<file path="config.mk">
export PLATFORM = sky130hd
export DESIGN_NAME = ub_read_channel
export DESIGN_NICKNAME = d
export VERILOG_FILES = /design/src/ub_cfg_pkg.sv /design/src/ub_types_pkg.sv /design/src/ub_read_channel.sv
export SDC_FILE = /design/constraint.sdc
export NUM_CORES = 1
export LEC_CHECK = 0
export BUFFER_PORTS_ARGS = -buffer_cell sky130_fd_sc_hd__buf_4
export CAP_MARGIN = 25
export CORE_ASPECT_RATIO = 0.5
export CORE_MARGIN = 2
export CORE_UTILIZATION = 53
export DETAILED_ROUTE_END_ITERATION = 8
export HOLD_SLACK_MARGIN = 0.03
export PLACE_DENSITY = 0.95
export SETUP_SLACK_MARGIN = 0.15
export SYNTH_ARGS = -nofsm -noshare
export SYNTH_HDL_FRONTEND = slang
export SYNTH_SLANG_ARGS = --single-unit
export TNS_END_PERCENT = 1
</file>
<file path="constraint.sdc">
create_clock -name clk -period 4 [get_ports clk]
set_clock_uncertainty 0.05 [all_clocks]
set_input_delay 0.6 -clock clk [delete_from_list [all_inputs] [get_ports clk]]
set_output_delay 0.6 -clock clk [all_outputs]
set_load 0.005 [all_outputs]
</file>
<file path="src/ub_cfg_pkg.sv">
package ub_cfg_pkg;

    // memory sizing
    // number of 16-bit words held in the scratchpad
    localparam int UB_DEPTH = 50;

    // width of an address, a pointer or a burst count
    localparam int UB_ADDR_W = 6;

    // width of one data word
    localparam int UB_DATA_W = 16;

    // read channel layout
    // input, weight and bias each get their own channel
    localparam int UB_NUM_RD = 3;

    // left side of the systolic array
    localparam int RD_CH_INPUT = 0;

    // top side of the systolic array
    localparam int RD_CH_WEIGHT = 1;

    // bias module in the vector unit
    localparam int RD_CH_BIAS = 2;

endpackage

</file>
<file path="src/ub_types_pkg.sv">
package ub_types_pkg;

    // meaningful widths
    typedef logic [ub_cfg_pkg::UB_ADDR_W-1:0] ub_addr_t;
    typedef logic [ub_cfg_pkg::UB_ADDR_W-1:0] ub_count_t;
    typedef logic [ub_cfg_pkg::UB_DATA_W-1:0] ub_word_t;

    // read channel FSM
    typedef enum logic [1:0] {
        READ_IDLE   = 2'b00,
        READ_ACTIVE = 2'b10
    } rd_state_e;

    // write request from the vector unit
    // addr_load reloads the write pointer
    // the lanes carry up to two words
    typedef struct packed {
        logic     addr_load;
        ub_addr_t addr;
        ub_word_t data_1;
        logic     valid_1;
        ub_word_t data_2;
        logic     valid_2;
    } ub_wr_req_t;

    // read request with a one-cycle start strobe
    typedef struct packed {
        logic      start;
        logic      transpose;
        ub_addr_t  addr;
        ub_count_t count;
    } ub_rd_req_t;

    // one output beat of a staggered burst
    // an invalid lane always carries zero data
    typedef struct packed {
        ub_word_t data_1;
        logic     valid_1;
        ub_word_t data_2;
        logic     valid_2;
    } ub_lane_pair_t;

endpackage

</file>
<file path="src/ub_read_channel.sv">
`timescale 1ns/1ps

module ub_read_channel (
    input  logic                        clk,
    input  logic                        rst,
    input  ub_types_pkg::ub_rd_req_t    req,
    output ub_types_pkg::ub_addr_t      addr_a,
    output ub_types_pkg::ub_addr_t      addr_b,
    input  ub_types_pkg::ub_word_t      data_a,
    input  ub_types_pkg::ub_word_t      data_b,
    output ub_types_pkg::ub_lane_pair_t lanes
);

    ub_types_pkg::rd_state_e     state;
    ub_types_pkg::rd_state_e     state_next;

    ub_types_pkg::ub_addr_t      rd_ptr;
    ub_types_pkg::ub_count_t     remaining;
    logic                        transpose_q;

    ub_types_pkg::ub_lane_pair_t lanes_next;

    // start address straight from the request when idle
    assign addr_a = (state == ub_types_pkg::READ_IDLE) ? req.addr : rd_ptr;
    assign addr_b = rd_ptr + ub_types_pkg::ub_addr_t'(1);

    // next state
    always_comb begin
        case (state)
            ub_types_pkg::READ_IDLE: begin
                // a single-word burst is done after its first beat
                if (req.start && (req.count > ub_types_pkg::ub_count_t'(1))) begin
                    state_next = ub_types_pkg::READ_ACTIVE;
                end else begin
                    state_next = ub_types_pkg::READ_IDLE;
                end
            end

            ub_types_pkg::READ_ACTIVE: begin
                // remaining of 2 drains to 0 first, which costs one empty cycle
                if (remaining <= ub_types_pkg::ub_count_t'(1)) begin
                    state_next = ub_types_pkg::READ_IDLE;
                end else begin
                    state_next = ub_types_pkg::READ_ACTIVE;
                end
            end

            default: begin
                state_next = ub_types_pkg::READ_IDLE;
            end
        endcase
    end

    // beat formation
    always_comb begin
        lanes_next = '0;

        case (state)
            ub_types_pkg::READ_IDLE: begin
                // first word alone on lane 1
                if (req.start) begin
                    lanes_next.data_1  = data_a;
                    lanes_next.valid_1 = 1'b1;
                end
            end

            ub_types_pkg::READ_ACTIVE: begin
                if (remaining > ub_types_pkg::ub_count_t'(1)) begin
                    lanes_next.valid_1 = 1'b1;
                    lanes_next.valid_2 = 1'b1;
                    if (transpose_q) begin
                        lanes_next.data_1 = data_a;
                        lanes_next.data_2 = data_b;
                    end else begin
                        lanes_next.data_1 = data_b;
                        lanes_next.data_2 = data_a;
                    end
                end else if (remaining == ub_types_pkg::ub_count_t'(1)) begin
                    // leftover word alone on lane 2
                    lanes_next.data_2  = data_a;
                    lanes_next.valid_2 = 1'b1;
                end
            end

            default: begin
                lanes_next = '0;
            end
        endcase
    end

    // pointer, count and latched transpose
    always_ff @(posedge clk or posedge rst) begin
        if (rst) begin
            state       <= ub_types_pkg::READ_IDLE;
            rd_ptr      <= '0;
            remaining   <= '0;
            transpose_q <= 1'b0;
        end else begin
            state <= state_next;

            if (state == ub_types_pkg::READ_IDLE) begin
                if (req.start) begin
                    rd_ptr      <= req.addr + ub_types_pkg::ub_addr_t'(1);
                    remaining   <= req.count - ub_types_pkg::ub_count_t'(1);
                    transpose_q <= req.transpose;
                end
            end else if (remaining > ub_types_pkg::ub_count_t'(1)) begin
                rd_ptr    <= rd_ptr + ub_types_pkg::ub_addr_t'(2);
                remaining <= remaining - ub_types_pkg::ub_count_t'(2);
            end else begin
                remaining <= '0;
            end
        end
    end

    // registered output beat
    always_ff @(posedge clk or posedge rst) begin
        if (rst) begin
            lanes <= '0;
        end else begin
            lanes <= lanes_next;
        end
    end

endmodule

</file>
==> impl_metrics.sql <==
INSERT INTO impl_metrics (metric_group, metric, value, unit) VALUES
('power', 'irDropWorstVdd', '387', 'uV'),
('die', 'design.die.area', '5390', 'sq um'),
('yosys', 'postSynth.asyncResetShare', '100', '%'),
('die', 'die_w', '102', 'um'),
('global_routing', 'grt_antenna_before_repair', '0', ''),
('yosys', 'synth-seq-cells', '48', ''),
('yosys', 'average_instance_area_after_synthesis', '10.9', 'sq um'),
('yosys', 'synth_edf_count', '0', ''),
('flow_run', 'drv_cap', '0', ''),
('clocking', 'cts-buffers-inserted', '5', ''),
('timing', 'worst-slew-pin-transition', '0.799', 'ns'),
('final_layout', 'layout.nets', '375', ''),
('power', 'design_power_total', '2500', 'uW'),
('detailed_routing', 'vias', '2227', ''),
('detailed_routing', 'drc_errors', '0', ''),
('clocking', 'clock-sinks', '48', ''),
('final_layout', 'num-fill-cells', '321', ''),
('die', 'die_y', '52.9', 'um'),
('clocking', 'max-clock-path-buffers', '2', ''),
('final_layout', 'layout.cells.most_common_list', '94 x buf_4, 48 x dfrtp_1, 21 x mux2_2', ''),
('place', 'input_output_buffers', '93', ''),
('global_routing', 'track_usage', '24.6', '%'),
('die', 'initial_core_util', '56.3', '%'),
('clocking', 'post_cts_hold_buffer_count', '0', ''),
('yosys', 'post_synth_instance_area', '2540', 'sq um'),
('timing', 'clock.fmax', '446', 'MHz'),
('timing', 'report.final.hold_viol_count', '0', ''),
('critical_path', 'worst_ep_required_time', '3.35', 'ns'),
('power', 'power.density', '737', 'nW/um^2'),
('global_routing', 'overflow_left_after_global_routing', '0', ''),
('critical_path', 'cpPeakStageDelay', '0.73', 'ns'),
('clocking', 'latest_clock_arrival_within_the_worst_skew_pair', '0.30', 'ns'),
('detailed_routing', 'drt_pass1_iterations', '4', ''),
('timing', 'maxSlewViolCount', '0', ''),
('critical_path', 'ordered_list_of_cells_on_the_worst_path', 'mux2_2 > buf_4', ''),
('die', 'num_rows', '17', ''),
('place', 'routabilityCongestion', '0.798', ''),
('detailed_routing', 'route.final.wire_length', '6310', 'um'),
('clocking', 'cts_resized', '0', ''),
('place', 'placedCellCount', '379', ''),
('critical_path', 'worst_setup_path_end_kind', 'output pin', ''),
('final_layout', 'fin_cells', '387', ''),
('power', 'leakage', '0.00163', 'uW'),
('outcome', 'outcome', 'complete, no violations', ''),
('clocking', 'clk_pin_slew_worst_paths', '0.09', 'ns'),
('critical_path', 'cp_max_fo', '16', ''),
('clocking', 'ctsRootBufferMaster', 'clkbuf_8', ''),
('die', 'coreArea', '4510', 'sq um'),
('clocking', 'postCtsSetupRepairBufs', '0', ''),
('timing', 'grt_setup_unrepaired', 'no', ''),
('final_layout', 'seqCellArea', '1200', 'sq um'),
('detailed_routing', 'initialDrtViolationCount', '131', ''),
('clocking', 'tritoncts', 'built', ''),
('global_routing', 'pin_count_of_the_biggest_net_entering_global_routing', '49', ''),
('yosys', 'syn_nets', '286', ''),
('yosys', 'syn_inst', '232', ''),
('detailed_routing', 'post_drt_via_cell_ratio', '5.75', ''),
('die', 'io_pins', '94', ''),
('timing', 'setup_total_negative_slack', '0', 'ns'),
('timing', 'finalWorstPathRequiredPeriod', '2.24', 'ns'),
('global_routing', 'vias_in_the_first_global_route', '2115', ''),
('critical_path', 'timing.critical_path.from_type', 'flip-flop', ''),
('yosys', 'yosys_most_used_dff', 'dfrtp_1', ''),
('final_layout', 'layout_commonest_cell', 'buf_4', ''),
('final_layout', 'multi_input_area', '1240', 'sq um'),
('timing', 'timing.max_slew.rel_slack', '46.7', '%'),
('critical_path', 'setup.worst_path.class', 'reg2out', ''),
('critical_path', 'timing.critical_path.slowest_stage_cell', 'dfrtp_1', ''),
('critical_path', 'reg2regPathDepth', '4', ''),
('clocking', 'htreeDepth', '2', ''),
('hold_path', 'hold_removal_path_class', 'in2async', ''),
('detailed_routing', 'post_drt_wl_per_cell', '16.3', 'um'),
('place', 'post-dp-hpwl', '4640', 'um'),
('yosys', 'synth.distinct_cells', '44', ''),
('detailed_routing', 'postRouteAntennaNets', '0', ''),
('timing', 'post-route-period-util', '56.1', '%'),
('yosys', 'ys_seq_area_share', '47.3', '%'),
('timing', 'report.final.setup_viol', '0', ''),
('critical_path', 'cp.arrival', '1.59', 'ns'),
('yosys', 'yosysWarnings', '0', ''),
('final_layout', 'antennaDiodeCount', '0', ''),
('final_layout', 'share_of_final_layout_standard_cells_stronger_than_drive_strength_1', '40.5', '%'),
('global_routing', 'grt_first_pass_wirelength', '9810', 'um'),
('final_layout', 'area_growth_syn_to_layout', '33.9', '%');
==> flip-flops by register name (all words and copies together) (netlist names) <==
signal,cells
transpose_q,1
lanes,34
state,1
remaining,6
rd_ptr,6
==> cell usage after synthesis, types with 2 or more instances <==
cell type,count,area share (%)
clkbuf_1,8,1.2
a22o_1,17,5.9
a32oi_1,2,0.69
o22ai_1,2,0.49
xnor2_1,8,2.8
inv_1,9,1.3
buf_1,2,0.30
nand2_1,15,2.2
nor2b_1,19,4.7
ha_1,6,3.0
a22oi_1,16,4.7
dfrtp_1,48,47
xor2_1,4,1.4
mux2_2,21,9.3
buf_2,2,0.39
o21ai_0,12,2.4
or3_1,2,0.49
nand2b_1,2,0.49
nand3_1,4,0.79
nor2_1,5,0.74
a21oi_1,2,0.39
nor3_1,3,0.59
o211ai_1,2,0.59
==> where the power goes <==
part | internal, uW | total, uW | switching, uW | leakage [uW]
Sequential | 707 | 917 | 210 | 0.000593
Clock | 138 | 296 | 158 | 0.0000473
Combinational | 745 | 1290 | 545 | 0.000991
Total | 1590 | 2500 | 913 | 0.00163
==> stage by stage <==
step	setup WS [ns]	instance area (sq um)	util, %	hold slack (ns)
floorplan	1.98	2540	-	0.430
global placement	1.67	3260	72.3	0.460
detailed placement	1.89	3290	72.9	0.473
CTS	1.75	3380	74.9	0.440
global route	1.67	3400	75.4	0.114
finish	1.76	3400	75.4	0.117
==> kinds of logic after synthesis <==
kind of cell | share of synthesized area (%)
xor+xnor | 4.14
mux | 9.71
simple gates | 12.6
buf+inv | 3.94
fa+ha+maj | 2.96
flops | 47.3
compound gates | 19.3
==> area by class of cell <==
cell class / count / area share (%)
Multi-Input combinational cell: 161 / 36.4
Timing Repair Buffer: 96 / 22.2
Clock buffer: 6 / 2.43
Sequential cell: 48 / 35.3
Clock inverter: 1 / 0.258
Inverter: 9 / 0.994
Tap cell: 66 / 2.43
==> per-layer routing <==
layer | GRT usage (%) | wire length (um) | share of wire [%]
met4 | 9.33 | 76 | 1.2
met1 | 28.9 | 2550 | 40
met5 | 0 | 0 | 0
met3 | 4.23 | 300 | 4.8
met2 | 46.1 | 3380 | 54
==> critical path, delay by kind of cell (launching register included) <==
family | cells | cell delay [ns]
buf+inv | 1 | 0.14
flops | 1 | 0.73
mux | 1 | 0.41
==> final timing paths <==
check,end,slack (ns),startpoint
max,addr_a[3],1.76,state[1]
min,lanes[8],0.12,rst
max reg2reg,lanes[8],1.89,remaining[2]
min reg2reg,lanes[0],0.48,remaining[0]
max in group asynchronous,remaining[2],3.33,rst
min in group clk,transpose_q,0.45,req[12]
(Power assumes the default switching activity.)
